<file path="config.mk">
export PLATFORM = sky130hd
export DESIGN_NAME = pe_top
export DESIGN_NICKNAME = d
export VERILOG_FILES = /design/src/common/pe_pkg.sv /design/src/hdl/sync_fifo.sv /design/src/spad/operand_spad.sv /design/src/mac/mac_pipeline.sv /design/src/hdl/pe_controller.sv /design/src/hdl/pe_top.sv
export SDC_FILE = /design/constraint.sdc
export NUM_CORES = 1
export LEC_CHECK = 0
export BUFFER_PORTS_ARGS = -buffer_cell sky130_fd_sc_hd__buf_2
export CELL_PAD_IN_SITES_DETAIL_PLACEMENT = 1
export CELL_PAD_IN_SITES_GLOBAL_PLACEMENT = 1
export CORE_ASPECT_RATIO = 0.8
export CORE_UTILIZATION = 61
export CTS_BUF_LIST = sky130_fd_sc_hd__clkbuf_4
export DETAILED_ROUTE_END_ITERATION = 8
export PLACE_DENSITY_LB_ADDON = 0.1
export RECOVER_POWER = 25
export SLEW_MARGIN = 20
export SYNTH_ARGS = -nofsm -noshare
export SYNTH_HDL_FRONTEND = slang
export SYNTH_SLANG_ARGS = --single-unit
export TNS_END_PERCENT = 50
</file>
<file path="constraint.sdc">
create_clock -name clk -period 10.29 [get_ports clk]
set_input_delay 1.029 -clock clk [delete_from_list [all_inputs] [get_ports clk]]
set_output_delay 1.029 -clock clk [all_outputs]
set_load 0.02 [all_outputs]
</file>
<file path="src/common/pe_pkg.sv">
package pe_pkg;

    // ========================================
    // datapath widths
    // ========================================

    // activations, weights, psums
    // products are kept at this width too
    // upper product bits dropped
    localparam int DATA_W = 16;

    // configuration word width
    // holds filter_size
    localparam int CFG_W = 8;

    // ========================================
    // scratch pads
    // ========================================

    // entries per operand pad
    // also the largest legal filter_size
    localparam int SPAD_DEPTH = 12;

    // pad address width
    // covers SPAD_DEPTH entries
    localparam int SPAD_AW = 4;

    // ========================================
    // queues
    // ========================================

    // iact, weight and psum-in queues
    localparam int IN_FIFO_DEPTH = 4;

    // psum output queue
    // deeper so finished rows can wait for a slow reader
    localparam int OUT_FIFO_DEPTH = 6;

endpackage

</file>
<file path="src/hdl/sync_fifo.sv">
module sync_fifo #(
    parameter int DEPTH = 4
) (
    input  logic                      clk,
    input  logic                      rstn,
    input  logic                      write_en,
    input  logic [pe_pkg::DATA_W-1:0] write_data,
    input  logic                      read_en,
    output logic [pe_pkg::DATA_W-1:0] read_data,
    output logic                      full,
    output logic                      empty
);
    import pe_pkg::*;

    // one word per entry
    logic [DATA_W-1:0] mem [DEPTH];

    logic [$clog2(DEPTH)-1:0]   wr_ptr;
    logic [$clog2(DEPTH)-1:0]   rd_ptr;
    logic [$clog2(DEPTH+1)-1:0] count;
    logic                       do_write;
    logic                       do_read;

    // requests outside the legal window are dropped
    assign do_write = write_en && !full;
    assign do_read  = read_en && !empty;

    assign full  = (count == DEPTH);
    assign empty = (count == 0);

    // first word falls through
    // head visible without a pop
    assign read_data = mem[rd_ptr];

    // ========================================
    // pointers and occupancy
    // ========================================
    always_ff @(posedge clk) begin
        if (!rstn) begin
            wr_ptr <= '0;
            rd_ptr <= '0;
            count  <= '0;
        end else begin
            if (do_write) begin
                // wrap at DEPTH
                // DEPTH need not be a power of two
                if (wr_ptr == DEPTH - 1)
                    wr_ptr <= '0;
                else
                    wr_ptr <= wr_ptr + 1'b1;
            end
            if (do_read) begin
                if (rd_ptr == DEPTH - 1)
                    rd_ptr <= '0;
                else
                    rd_ptr <= rd_ptr + 1'b1;
            end
            // simultaneous push and pop leaves count alone
            case ({do_write, do_read})
                2'b10:   count <= count + 1'b1;
                2'b01:   count <= count - 1'b1;
                default: count <= count;
            endcase
        end
    end

    // word storage
    always_ff @(posedge clk) begin
        if (do_write)
            mem[wr_ptr] <= write_data;
    end

endmodule

</file>
<file path="src/spad/operand_spad.sv">
module operand_spad (
    input  logic                       clk,
    input  logic                       rstn,
    input  logic [pe_pkg::CFG_W-1:0]   filter_size,
    input  logic                       fifo_empty,
    input  logic [pe_pkg::DATA_W-1:0]  fifo_data,
    output logic                       fifo_read,
    input  logic                       consume,
    input  logic [pe_pkg::SPAD_AW-1:0] rd_addr,
    output logic [pe_pkg::DATA_W-1:0]  rd_data,
    output logic                       loaded
);
    import pe_pkg::*;

    // one row of operands
    logic [DATA_W-1:0]  regs [SPAD_DEPTH];

    // number of entries stored so far
    logic [CFG_W-1:0]   wr_cnt;
    logic [SPAD_AW-1:0] wr_addr;

    // ========================================
    // fill side
    // ========================================

    // next free slot is simply the fill count
    assign wr_addr = wr_cnt[SPAD_AW-1:0];

    // pull from the queue until the row is complete
    assign fifo_read = !fifo_empty && (wr_cnt < filter_size);

    // full row present
    // held until the controller releases it
    assign loaded = (wr_cnt == filter_size) && (filter_size != '0);

    always_ff @(posedge clk) begin
        if (!rstn) begin
            wr_cnt <= '0;
        end else if (consume) begin
            // row done
            // refill starts again at slot 0
            wr_cnt <= '0;
        end else if (fifo_read) begin
            wr_cnt <= wr_cnt + 1'b1;
        end
    end

    // capture the queue head on the same edge as the pop
    always_ff @(posedge clk) begin
        if (fifo_read)
            regs[wr_addr] <= fifo_data;
    end

    // ========================================
    // read side
    // ========================================

    // combinational read
    // address shared with the other pad
    // and driven by the controller
    assign rd_data = regs[rd_addr];

endmodule

</file>
<file path="src/mac/mac_pipeline.sv">
module mac_pipeline (
    input  logic                      clk,
    input  logic                      rstn,
    input  logic                      in_valid,
    input  logic                      first,
    input  logic                      last,
    input  logic [pe_pkg::DATA_W-1:0] iact,
    input  logic [pe_pkg::DATA_W-1:0] weight,
    input  logic [pe_pkg::DATA_W-1:0] psum_in,
    output logic                      out_valid,
    output logic [pe_pkg::DATA_W-1:0] out_psum
);
    import pe_pkg::*;

    // stage 1 operands
    // held across skipped elements
    logic [DATA_W-1:0] op_a;
    logic [DATA_W-1:0] op_b;
    logic [DATA_W-1:0] s1_psum;
    logic              s1_valid;
    logic              s1_first;
    logic              s1_last;
    logic              s1_skip;

    // stage 2
    logic [DATA_W-1:0] prod;
    logic [DATA_W-1:0] addend;
    logic [DATA_W-1:0] acc;
    logic              nonzero;

    // zero detect on the raw pad outputs
    assign nonzero = (iact != '0) && (weight != '0);

    // ========================================
    // stage 1 operand capture
    // ========================================
    always_ff @(posedge clk) begin
        if (!rstn)
            s1_valid <= 1'b0;
        else
            s1_valid <= in_valid;
    end

    always_ff @(posedge clk) begin
        // operands only move when the product matters
        // keeps the multiplier inputs quiet on zeros
        if (in_valid && nonzero) begin
            op_a <= iact;
            op_b <= weight;
        end
        if (in_valid) begin
            s1_first <= first;
            s1_last  <= last;
            s1_skip  <= !nonzero;
        end
        // incoming psum seeds the row
        if (in_valid && first)
            s1_psum <= psum_in;
    end

    // ========================================
    // stage 2 multiply and accumulate
    // ========================================

    // 16 bit context
    // product keeps the low half only
    assign prod = op_a * op_b;

    // skipped element counts as zero
    assign addend = s1_skip ? '0 : prod;

    always_ff @(posedge clk) begin
        if (s1_valid) begin
            if (s1_first)
                acc <= s1_psum + addend;
            else
                acc <= acc + addend;
        end
    end

    // one cycle result strobe for the final element
    always_ff @(posedge clk) begin
        if (!rstn)
            out_valid <= 1'b0;
        else
            out_valid <= s1_valid && s1_last;
    end

    assign out_psum = acc;

endmodule

</file>
<file path="src/hdl/pe_controller.sv">
module pe_controller (
    input  logic                       clk,
    input  logic                       rstn,
    input  logic [pe_pkg::CFG_W-1:0]   filter_size,
    input  logic                       iact_loaded,
    input  logic                       weight_loaded,
    input  logic                       psum_empty,
    input  logic                       out_full,
    output logic [pe_pkg::SPAD_AW-1:0] rd_addr,
    output logic                       in_valid,
    output logic                       first,
    output logic                       last,
    output logic                       psum_pop,
    output logic                       consume
);
    import pe_pkg::*;

    // FSM state
    // high while a row is being issued
    logic               issuing;

    // index of the element issued this cycle
    logic [SPAD_AW-1:0] cnt;

    // results in flight through the mac
    // bit 1 is the older one
    logic [1:0]         pend;

    logic               start;
    logic [CFG_W-1:0]   last_idx;

    // ========================================
    // start and issue
    // ========================================

    // need both rows, a seed psum, room for the result
    // and no older result still in the pipe
    assign start = !issuing && iact_loaded && weight_loaded && !psum_empty
                   && !out_full && (pend == 2'b00);

    // element 0 goes out in the start cycle itself
    assign in_valid = start || issuing;
    assign first    = start;
    assign rd_addr  = cnt;

    assign last_idx = filter_size - 1'b1;
    assign last     = in_valid && ({{(CFG_W - SPAD_AW){1'b0}}, cnt} == last_idx);

    // seed psum already taken on first
    // popped together with the last element
    assign psum_pop = last;

    // ========================================
    // sequencing
    // ========================================
    always_ff @(posedge clk) begin
        if (!rstn) begin
            issuing <= 1'b0;
            cnt     <= '0;
            pend    <= 2'b00;
            consume <= 1'b0;
        end else begin
            // result reaches the output queue two cycles after last
            pend    <= {pend[0], last};

            // release both pads once the final read is done
            consume <= last;

            if (last) begin
                issuing <= 1'b0;
                cnt     <= '0;
            end else if (in_valid) begin
                issuing <= 1'b1;
                cnt     <= cnt + 1'b1;
            end
        end
    end

endmodule

</file>
<file path="src/hdl/pe_top.sv">
module pe_top (
    input  logic                      clk,
    input  logic                      rstn,
    input  logic [pe_pkg::CFG_W-1:0]  filter_size,
    input  logic                      iact_write_en,
    input  logic [pe_pkg::DATA_W-1:0] data_iact_in,
    output logic                      iact_ready,
    input  logic                      weight_write_en,
    input  logic [pe_pkg::DATA_W-1:0] data_weight_in,
    output logic                      weight_ready,
    input  logic                      psum_write_en,
    input  logic [pe_pkg::DATA_W-1:0] data_psum_in,
    output logic                      psum_ready,
    input  logic                      psum_read_en,
    output logic [pe_pkg::DATA_W-1:0] data_psum_out,
    output logic                      psum_out_valid
);
    import pe_pkg::*;

    // ========================================
    // wires
    // ========================================

    // iact path
    logic [DATA_W-1:0]  iact_head;
    logic               iact_full;
    logic               iact_empty;
    logic               iact_pop;
    logic               iact_loaded;
    logic [DATA_W-1:0]  iact_rd;

    // weight path
    logic [DATA_W-1:0]  weight_head;
    logic               weight_full;
    logic               weight_empty;
    logic               weight_pop;
    logic               weight_loaded;
    logic [DATA_W-1:0]  weight_rd;

    // psum in and out
    logic [DATA_W-1:0]  psum_head;
    logic               psum_in_full;
    logic               psum_in_empty;
    logic               psum_pop;
    logic               psum_out_full;
    logic               psum_out_empty;

    // controller to pads and mac
    logic [SPAD_AW-1:0] rd_addr;
    logic               consume;
    logic               in_valid;
    logic               first;
    logic               last;
    logic               mac_valid;
    logic [DATA_W-1:0]  mac_psum;

    // ready is just room in the channel queue
    assign iact_ready     = !iact_full;
    assign weight_ready   = !weight_full;
    assign psum_ready     = !psum_in_full;
    assign psum_out_valid = !psum_out_empty;

    // ========================================
    // input queues
    // ========================================
    sync_fifo #(.DEPTH(IN_FIFO_DEPTH)) iact_fifo (
        .clk        (clk),
        .rstn       (rstn),
        .write_en   (iact_write_en),
        .write_data (data_iact_in),
        .read_en    (iact_pop),
        .read_data  (iact_head),
        .full       (iact_full),
        .empty      (iact_empty)
    );

    sync_fifo #(.DEPTH(IN_FIFO_DEPTH)) weight_fifo (
        .clk        (clk),
        .rstn       (rstn),
        .write_en   (weight_write_en),
        .write_data (data_weight_in),
        .read_en    (weight_pop),
        .read_data  (weight_head),
        .full       (weight_full),
        .empty      (weight_empty)
    );

    // head feeds the mac directly as the row seed
    sync_fifo #(.DEPTH(IN_FIFO_DEPTH)) psum_in_fifo (
        .clk        (clk),
        .rstn       (rstn),
        .write_en   (psum_write_en),
        .write_data (data_psum_in),
        .read_en    (psum_pop),
        .read_data  (psum_head),
        .full       (psum_in_full),
        .empty      (psum_in_empty)
    );

    // ========================================
    // scratch pads
    // ========================================
    operand_spad iact_spad (
        .clk         (clk),
        .rstn        (rstn),
        .filter_size (filter_size),
        .fifo_empty  (iact_empty),
        .fifo_data   (iact_head),
        .fifo_read   (iact_pop),
        .consume     (consume),
        .rd_addr     (rd_addr),
        .rd_data     (iact_rd),
        .loaded      (iact_loaded)
    );

    operand_spad weight_spad (
        .clk         (clk),
        .rstn        (rstn),
        .filter_size (filter_size),
        .fifo_empty  (weight_empty),
        .fifo_data   (weight_head),
        .fifo_read   (weight_pop),
        .consume     (consume),
        .rd_addr     (rd_addr),
        .rd_data     (weight_rd),
        .loaded      (weight_loaded)
    );

    // ========================================
    // control and datapath
    // ========================================
    pe_controller ctrl (
        .clk           (clk),
        .rstn          (rstn),
        .filter_size   (filter_size),
        .iact_loaded   (iact_loaded),
        .weight_loaded (weight_loaded),
        .psum_empty    (psum_in_empty),
        .out_full      (psum_out_full),
        .rd_addr       (rd_addr),
        .in_valid      (in_valid),
        .first         (first),
        .last          (last),
        .psum_pop      (psum_pop),
        .consume       (consume)
    );

    mac_pipeline mac (
        .clk       (clk),
        .rstn      (rstn),
        .in_valid  (in_valid),
        .first     (first),
        .last      (last),
        .iact      (iact_rd),
        .weight    (weight_rd),
        .psum_in   (psum_head),
        .out_valid (mac_valid),
        .out_psum  (mac_psum)
    );

    // finished rows wait here for the reader
    sync_fifo #(.DEPTH(OUT_FIFO_DEPTH)) psum_out_fifo (
        .clk        (clk),
        .rstn       (rstn),
        .write_en   (mac_valid),
        .write_data (mac_psum),
        .read_en    (psum_read_en),
        .read_data  (data_psum_out),
        .full       (psum_out_full),
        .empty      (psum_out_empty)
    );

endmodule

</file>
### Yosys cells after proc, flatten, opt, wreduce, memory -nomap -nowiden

Memory sizes are Yosys's and may differ from the RTL's. A register that Yosys moved wholly into a read port is not among the register bits.
Index checks and enable logic that the tools add are counted.

* equal/unequal tests: 23
* multiplexer cells: 36
* multiply operators: 1
* add/subtract/negate cells: 22
* order comparisons: 2
* reductions and logical operators: 47
* bitwise operators: 1

Operators by type and width (count)
* $add 16x16->16: 2
* $mux 16: 2
* $reduce_bool 16->1: 2
* $pmux 3 s2: 4
* $logic_and 1x1->1: 22
* $eq 2x2->1 const B: 10
* $mux 2: 10
* $add 3x1->3 const B: 6
* $eq 3x3->1 const B: 6
* $add 8x1->8 const B: 2
* $eq 8x8->1: 2
* $lt 8x8->1: 2
* $mul 16x16->16: 1
* $mux 4: 4
* $add 2x1->2 const B: 6
* $logic_not 3->1: 4
* $mux 1: 12
* $mux 3: 4
* $sub 3x1->3 const B: 4
* $logic_not 1->1: 10
* $eq 2x1->1 const B: 4
* $eq 4x8->1: 1
* $reduce_bool 2->1: 4
* $reduce_bool 8->1: 1
* other kinds (6): 7

* register bits after elaboration: 107
* memories kept: 6
* RAM bits: 672
* input port bits: 62
* output and inout bits: 20
* logic and storage cells: 164

Memory list
* iact_spad.regs: depth 12, bits a word 16, read ports 1, clocked after memory_dff 1, write ports 1, RTL line operand_spad.sv:16 `logic [DATA_W-1:0] regs [SPAD_DEPTH];`
* weight_spad.regs: depth 12, bits a word 16, read ports 1, clocked after memory_dff 1, write ports 1, RTL line operand_spad.sv:16
* psum_out_fifo.mem: depth 6, bits a word 16, read ports 1, clocked after memory_dff 1, write ports 1, RTL line sync_fifo.sv:16 `logic [DATA_W-1:0] mem [DEPTH];`
* iact_fifo.mem: depth 4, bits a word 16, read ports 1, clocked after memory_dff 1, write ports 1, RTL line sync_fifo.sv:16
* psum_in_fifo.mem: depth 4, bits a word 16, read ports 1, clocked after memory_dff 1, write ports 1, RTL line sync_fifo.sv:16
* weight_fifo.mem: depth 4, bits a word 16, read ports 1, clocked after memory_dff 1, write ports 1, RTL line sync_fifo.sv:16

### Logic depth before layout (Yosys ltp)

Gate-level depths: netlist of run 1.

* depth after elaboration: 12
* depth in mapped cells: 26
* mapped depth without buffers: 25

### Cells and area by module

Synthesis of run 1 repeated with hierarchy kept, for this count alone.

* cell total of the unflattened synthesis: 2173
* area total of the unflattened synthesis: 36393.7 um2

By module, submodules not included
* sync_fifo at iact_fifo ...: sequential area each 2102.0 um2, area an instance 2840.2 um2, times used 3, cells an instance 140
* operand_spad at iact_spad: sequential area each 5925.7 um2, area an instance 8039.0 um2, times used 1, cells an instance 405
* operand_spad at weight_spad: sequential area each 5925.7 um2, area an instance 8035.2 um2, times used 1, cells an instance 408
* mac_pipeline: sequential area each 2052.0 um2, area an instance 6988.0 um2, times used 1, cells an instance 662
* sync_fifo at psum_out_fifo: sequential area each 3123.0 um2, area an instance 4245.3 um2, times used 1, cells an instance 213
* pe_controller: sequential area each 140.1 um2, area an instance 550.5 um2, times used 1, cells an instance 61
* pe_top: sequential area each 0.0 um2, area an instance 15.0 um2, times used 1, cells an instance 4

### Worst setup path before layout of run 1

Ideal clock, no wire load.

* path kind: register to register
* from: reg mac.op_b[1]
* to: reg mac.acc[15] (netlist: mac.out_psum[15]) (data pin)
* setup time: 0.258 ns
* required time: 10.032 ns
* clock period less this slack: 6.080 ns
* arrival time: 5.822 ns
* buffers on the path: 1
* slack: 4.210 ns
* cell stages (with the launch flop): 23
* path through: edfxtp_1 clkbuf_1 nand2_1 fa_1 fa_1 fa_1 fa_1 inv_1 fa_1 inv_1 fa_1 inv_1 ha_1 nand3_1 nand2_1 a41o_1 o41ai_1 xor2_1 nor2_1 ha_1 a21o_1 a31o_2 xnor2_1

* word-level cells in the longest chain between the ends: 4
* elaborated cells between the ends (all ways): 5
* those cells by class: add/sub (2); mul (1); mux (2)

RTL lines
* from (decl): RTL line mac_pipeline.sv:18 `logic [DATA_W-1:0] op_b;`
* from (signal assigned): RTL line mac_pipeline.sv:49 `op_b <= weight;`
* $mul 16x16->16 (*): RTL line mac_pipeline.sv:67 `assign prod = op_a * op_b;`
* $mux 16 (*): RTL line mac_pipeline.sv:70 `assign addend = s1_skip ? '0 : prod;`
* $add 16x16->16 (on tied branches): RTL line mac_pipeline.sv:77, mac_pipeline.sv:75
* $mux 16 (*): RTL line mac_pipeline.sv:74 `if (s1_first)`
* to (signal assigned): RTL line mac_pipeline.sv:75 `acc <= s1_psum + addend;`
* to (signal assigned): RTL line mac_pipeline.sv:77 `acc <= acc + addend;`
* to (decl): RTL line mac_pipeline.sv:28 `logic [DATA_W-1:0] acc;`

Every way passes the cells marked *; elsewhere a longest branch is shown, timed or not.
A chain may end at the register's enable or synchronous reset.

### Final worst setup path of run 1

* from: reg mac.op_b[4]
* to: reg mac.acc[15] (netlist: mac.out_psum[15]) (data pin)

Same word-level chain as after synthesis.

==> results of run 1 <==
## layer usage
| metal | track usage [%] | part of all wire [%] |
|---|---|---|
| met5 | 0 | 0 |
| met2 | 54.36 | 51 |
| met3 | 6.186 | 7.3 |
| met1 | 43.74 | 40 |
| met4 | 10.36 | 2.4 |
## worst max-delay path, cell delays in order, from the launching register on
cell and delay, ps:
edfxtp_1 580, and2_1 240, fa_1 540, inv_1 50, fa_1 460, fa_1 510, fa_1 550, inv_1 50
fa_1 490, inv_1 50, fa_1 480, inv_1 40, ha_1 350, and3_2 240, a2111oi_0 690, xor2_1 200
nor2_1 60, ha_1 230, a21o_1 170, a31o_2 230, xnor2_1 120
## cell usage after synthesis (all sizes together) (5+ instances only)
| library cell | count | area [um2] |
|---|---|---|
| edfxtp | 739 | 22190 |
| mux4 | 160 | 3603 |
| inv | 157 | 589.3 |
| nand2 | 128 | 488.0 |
| ha | 110 | 1376 |
| and2 | 93 | 585.6 |
| fa | 85 | 1702 |
| nor2 | 75 | 284.0 |
| dfxtp | 66 | 1321 |
| mux2i | 54 | 540.5 |
| clkbuf | 52 | 195.2 |
| xnor2 | 49 | 451.7 |
| o21ai | 48 | 240.2 |
| a21oi | 41 | 205.2 |
| and3 | 34 | 214.0 |
| xor2 | 29 | 254.0 |
| buf | 28 | 133.9 |
| nor2b | 24 | 150.1 |
| nor3 | 21 | 110.1 |
| mux2 | 19 | 214.0 |
| nand3 | 14 | 70.07 |
| nand4 | 12 | 75.07 |
| o21a | 11 | 82.58 |
| or3 | 11 | 70.07 |
| nor4 | 10 | 62.56 |
| a21boi | 7 | 52.55 |
| o211ai | 5 | 52.55 |
## worst max-delay path by stage
stage	endpoint	slack, ps	cells after the start
after global placement	mac.out_psum[15]	3950	22
after global routing	mac.out_psum[15]	3450	20
after floorplan	mac.out_psum[15]	4210	22
after detailed placement	mac.out_psum[15]	3760	20
after CTS	mac.out_psum[15]	3720	20
final	mac.out_psum[15]	3680	20
## kinds of logic after synthesis
group | after synthesis
adder cells (fa/ha/maj) | 195
AND/OR/NAND/NOR | 439
XOR/XNOR | 79
multiplexers | 233
flip-flops | 805
buffers and inverters | 237
AO/OA/AOI/OAI | 136
## power by group through the flow
stage	clock network, uW	registers (uW)	logic [uW]
3_5_place_dp	0	4280	1110
2_1_floorplan	0	4180	703
3_3_place_gp	0	4250	1010
4_1_cts	2810	4230	1170
5_1_grt	2950	4240	1240
6_report	2780	4220	1190
## registers in the layout, summed over array words and instances (netlist names), 8 cells and up, named ones only
signal and flops:
iact_spad.regs 192, iact_fifo.mem 64, psum_in_fifo.mem 64, weight_spad.regs 192, mac.s1_psum 16, weight_spad.wr_cnt 8, iact_spad.wr_cnt 8, mac.out_psum 16
mac.op_b 16, weight_fifo.mem 64, mac.op_a 16, psum_out_fifo.mem 96
## per-stage QoR
step	cell area, um2	power (uW)	std cells	util [%]	worst slack, ps
2_1_floorplan	35680	4885	2124	-	4210
3_3_place_gp	36970	5256	2907	64.64	3954
3_5_place_dp	36970	5385	2907	64.64	3762
4_1_cts	39490	8205	3247	69.05	3721
5_1_grt	39460	8435	3250	68.99	3451
6_report	39460	8194	3251	69.00	3677
## cell type report
class,count,share of cell area [%]
multi-input combinational,1082,28.75
timing repair buffer,104,1.329
inverter,157,1.493
clock buffer,290,5.517
tap,760,2.410
sequential,805,59.61
antenna,3,0.01902
clock inverter,50,0.8720
==> impl_results.md, run 1 <==
* Power share of the clock group at roughly a third
* Clock period minus worst slack at approximately 6600 ps
* Sum of negative setup slack at 0 ps
* Netlist cell types at 59
* Total CTS buffers at 186
* IO Port Bufs at 81
* R2r endpoint: mac.out_psum[15]
* Die outline height at 218.3 um
* Compound-Gate Fraction of Synth Area at 2.350%
* Ys flop type: edfxtp_1
* Crit. End Element: flop
* Root buffer cell: clkbuf_4
* Remaining DRCs at 0
* Syn Area/Cell at 16.80 um2
* DR vias/cell at 6.254
* Global Route Usage Sum at roughly a third
* WL final at just over 90000 um
* CTS tree: yes
* Slew @ Worst Pin at 1864 ps
* Main combinational cell family by area after synthesis: multiplexers
* Initial antenna violation count at 3
* Hold WS at 228.3 ps
* Post-Synth Adder-Cell Area at under 10%
* Synth Warn # at 0
* Register area share after synthesis at 65.90%
* Tcrit/Tclk final at 64.27%
* CTS hold repair buffers at 0
* Vias in the first global route at about 23000
* Area grow syn2layout at 10.61%
* GPL Wtd Cong at 0.8510
* Final number of hold-violating endpoints at 0
* FF/Latch Area at about 24000 um2
* Post-CTS Setup Inserts at 0
* Commonest cells after routing, fill and taps aside: 739 x edfxtp_1, 290 x clkbuf_4, 160 x mux4_2
* Mapped Nets at 2381
* Pin count of the biggest net entering global routing at 65
* Sequential share of power at 51.6%
* Final nets at 2593
* Final setup fails at 0
* Crit Path Class: flop to flop
* Std-Cell Rows at 78
* Commonest non-fill, non-tap cell in the layout: edfxtp_1
* CP max FO at 12
* DR vias at 20330
* Die area at 59460 um2
* Initial core utilization at 62.38%
* Syn Inst Count at 2124
* Worst hold path class: input port to flop
* Hold Crit Endpoint: iact_fifo.mem[1][8]
* Reg2reg start: mac.op_b[4]
* Max Freq at 0.1512 GHz
* Gr ovfl total at 0
* P per Cell Area at 207.7 nW/um2
* H-tree depth at 4
* Clk pin slew, worst setup/hold paths at 90 ps
* Post-synth EDFFs at ~740
* Flop-to-flop setup slack at 3680 ps
* Combinational power share at 14.5%
* Failing checks: capacitance limit, slew limit
* RSZ-0062 raised after global routing: no
* First DRT Iteration DRCs at between 1500 and 2000
* Max-Slew Margin vs Limit at -24.24%
* LEAKAGE at 0.01376 uW
* Total of fill cells in the finished design at a little over 5000
* Net Sw Power at 2376 uW
* Wirelength per Cell at 28.60 um
* CP arrival at 7370 ps
* Core ar. at 57190 um2
* # clock sinks at 805
* Reg2Reg Depth at 20
* Worst Setup SP: mac.op_b[4]
* Clk Latency, worst-skew pair at 1070 ps
* Antenna viol nets, final at 0
* Max-slew violation count at 37
* Hold Startpoint: data_iact_in[8]
* Status: finished, violations left
* Layout cells sized above 1 at 23.43%
* Switch share at 28.99%
* Crit start category: flop
* Maximum vdd drop at 0.1898 mV
* Die Width at 272.4 um
* #FFs+latches synth at 805
* Fin Clk Skew at 88.57 ps
* Worst path required time at 11040 ps
* Post-CTS Resized at 0
* Worst hold path depth at 1
* HPWL Detailed at ~54000 um
* Clock Tree Buf Depth at 3
* Post-Synth XOR/XNOR Area at 2.041%
* First-pass GRT wire length at 140600 um
* Max cap viols at 1
* Simple-gate share of the synthesized area at 6.288%
* Top Ports at a little over 80
* Internal power at 5818 uW
* Synth Cell Area at 35680 um2
* Area occupied by multi-input gates at about 11000 um2
* 1st-pass router iterations at 6
* Post-synthesis mux area share at 12.22%
* Ys async rst share at 0%
Note: power is estimated with default switching activity, not from simulation.
==> run 2: changes to the inputs <==
- CORE_UTILIZATION: 61 -> 56
- clock period: 10.29 -> 6.6 ns (I/O delays scaled with it)
==> run 2 against run 1 <==
Compared with the run above:
- first-iteration DRC count shrank 29%
- critical endpoint unchanged
- global-route usage shrank 6.6 points
- register-to-register slack lost 3400 ps
- the run now ends clean
- combinational power increased by 48%
- design area grew 1.7%
- critical path type unchanged
==> impl_results.md, run 2 (same netlist as run 1, synthesis figures left out) <==
* Status: finished clean
* Core ar. at 62790 um2 (+9.8%)
* Vias in the first global route at 21620 (-4.0%)
* Final number of hold-violating endpoints at 0 (unchanged)
* H-tree depth at 4 (unchanged)
* Commonest cells after routing, fill and taps aside: 739 x edfxtp_1, 286 x clkbuf_4, 160 x mux4_2
* Max cap viols at 0 (-1)
* First-pass GRT wire length at 126200 um (-10%)
* CP max FO at 7 (-5)
* Flop-to-flop setup slack at 250 ps (-3420 ps)
* DR vias/cell at 5.730 (-8.4%)
* LEAKAGE at 0.01403 uW (+2.0%)
* Crit Path Class: flop to flop
* Layout cells sized above 1 at 23.42% (about the same)
* CP arrival at 7050 ps (-320 ps)
* GPL Wtd Cong at 0.8038 (-5.5%)
* CTS tree: yes
* Die outline height at 227.8 um (+4.3%)
* Slew @ Worst Pin at 1215 ps (-648.7 ps)
* Max-slew violation count at 0 (-100%)
* Worst path required time at 7310 ps (-3730 ps)
* Die Width at 284.2 um (+4.3%)
* Die area at 64730 um2 (+8.9%)
* Worst hold path depth at 4 (+3)
* Antenna viol nets, final at 0 (unchanged)
* Maximum vdd drop at 0.2187 mV (+15%)
* Hold Crit Endpoint: psum_in_fifo.wr_ptr[0]
* Remaining DRCs at 0 (unchanged)
* Wirelength per Cell at 23.72 um (-17%)
* Reg2Reg Depth at 23 (+15%)
* Fin Clk Skew at 63.95 ps (-24.61 ps)
* Tcrit/Tclk final at 96.15% (+32 points)
* Clk Latency, worst-skew pair at 1020 ps (-50 ps)
* Initial antenna violation count at 3 (unchanged)
* Crit start category: flop
* R2r endpoint: mac.out_psum[15]
* Biggest regs: iact_spad.regs (192), weight_spad.regs (192), psum_out_fifo.mem (96)
* First DRT Iteration DRCs at 1380 (-29%)
* Root buffer cell: clkbuf_4
* Area grow syn2layout at 12.52%
* Clock period minus worst slack at 6346 ps (-267.6 ps)
* Crit. End Element: flop
* Max-Slew Margin vs Limit at 19.00% (+43 points)
* Initial core utilization at 56.82% (-5.6 points)
* WL final at 80830 um (-13%)
* Worst hold path class: input port to flop
* Total of fill cells in the finished design at 5706 (+12%)
* Commonest non-fill, non-tap cell in the layout: edfxtp_1
* Total CTS buffers at 189 (+1.6%)
* Final setup fails at 0 (unchanged)
* Hold Startpoint: psum_write_en
* HPWL Detailed at 53040 um (-1.3%)
* Global Route Usage Sum at 25.94% (-6.6 points)
* Top Ports at 82 (unchanged)
* IO Port Bufs at 81 (unchanged)
* Gr ovfl total at 0 (unchanged)
* Util after Layout at 63.93% (-5.1 points)
* Pin count of the biggest net entering global routing at 43 (-34%)
* DP Cell Count at 2999 (+3.2%)
* # clock sinks at 805 (unchanged)
* Final nets at 2665 (+2.8%)
* Max Freq at 0.1576 GHz (+4.2%)
* DR vias at 19520 (-4.0%)
* 1st-pass router iterations at 5 (-1)
* Std-Cell Rows at 82 (+5.1%)
* Total Power at 12350 uW (+51%)
* Clock Tree Buf Depth at 3 (unchanged)
* Reg2reg start: mac.op_b[1]
* P per Cell Area at 307.7 nW/um2 (+48%)
* Clk pin slew, worst setup/hold paths at 70 ps (-20 ps)
* Fin cells at 3407 (+4.8%)
* Hold WS at 132.0 ps (-96.29 ps)
run 2: worst max path at each step:
stage / startpoint / to / slack (ps)
6_report: mac.op_b[1] / mac.out_psum[15] / 250
5_1_grt: mac.op_b[4] / mac.out_psum[15] / -10
4_1_cts: mac.op_b[2] / mac.out_psum[15] / 130
3_5_place_dp: mac.op_b[2] / mac.out_psum[15] / 140
3_3_place_gp: mac.op_a[7] / mac.out_psum[15] / 300
2_1_floorplan: mac.op_b[1] / mac.out_psum[15] / 520
run 2: critical path, cell delays in order (launching register included):
cell and delay (ps):
edfxtp_1 510, and2_1 210, fa_1 540, inv_1 60
fa_1 520, inv_1 40, ha_1 180, fa_1 460
fa_1 540, inv_1 50, fa_1 470, inv_1 40
ha_1 360, a21oi_1 220, nand2_1 80, a21oi_1 170
xor2_1 180, nor2_1 80, ha_1 330, or2_2 310
a21oi_1 210, a21oi_1 110, a31o_2 280, xnor2_1 130
run 2: area by class of cell:
type,count,area (um2),area share (%)
antenna,5,12.51,0.03117
clock buffer,286,2147,5.349
clock inverter,59,312.8,0.7792
inverter,157,589.3,1.468
multi-input combinational,1082,11350,28.26
sequential,805,23530,58.60
tap,840,1051,2.618
timing repair buffer,173,1159,2.886
run 2: layer usage:
layer | vias to the layer above | part of all wire (%) | GRT usage, % | routed length, um
met1 | 10180 | 44 | 36.39 | 35400
met4 | 0 | 1.7 | 7.728 | 1361
met2 | 546 | 49 | 42.09 | 39820
li1 | 8694 | - | - | -
met5 | - | 0 | 0 | 0
met3 | 108 | 5.3 | 4.510 | 4248
run 2: repair_timing:
item / in CTS / in global routing
hold buffers: 48 / 0
setup endpoints to repair: 0 / 2
hold endpoints to repair: 192 / 0
resized for setup: 0 / 2
buffers inserted: 0 / 10
run 2: through the flow:
step | TNS [ps] | setup slack [ps] | instance area (um2)
global route | -16.42 | -14.02 | 40140
global placement | 0 | 297.7 | 37170
detailed placement | 0 | 138.9 | 37170
finish | 0 | 254.2 | 40140
floorplan | 0 | 520.3 | 35680
CTS | 0 | 126.9 | 40110
run 2: power breakdown:
part / switching, uW / total (uW) / leakage [uW] / internal, uW
clock: 1970 / 4040 / 0.00146 / 2070
sequential: 201 / 6550 / 0.00723 / 6350
combinational: 1200 / 1760 / 0.00533 / 566
total: 3370 / 12400 / 0.0140 / 8980
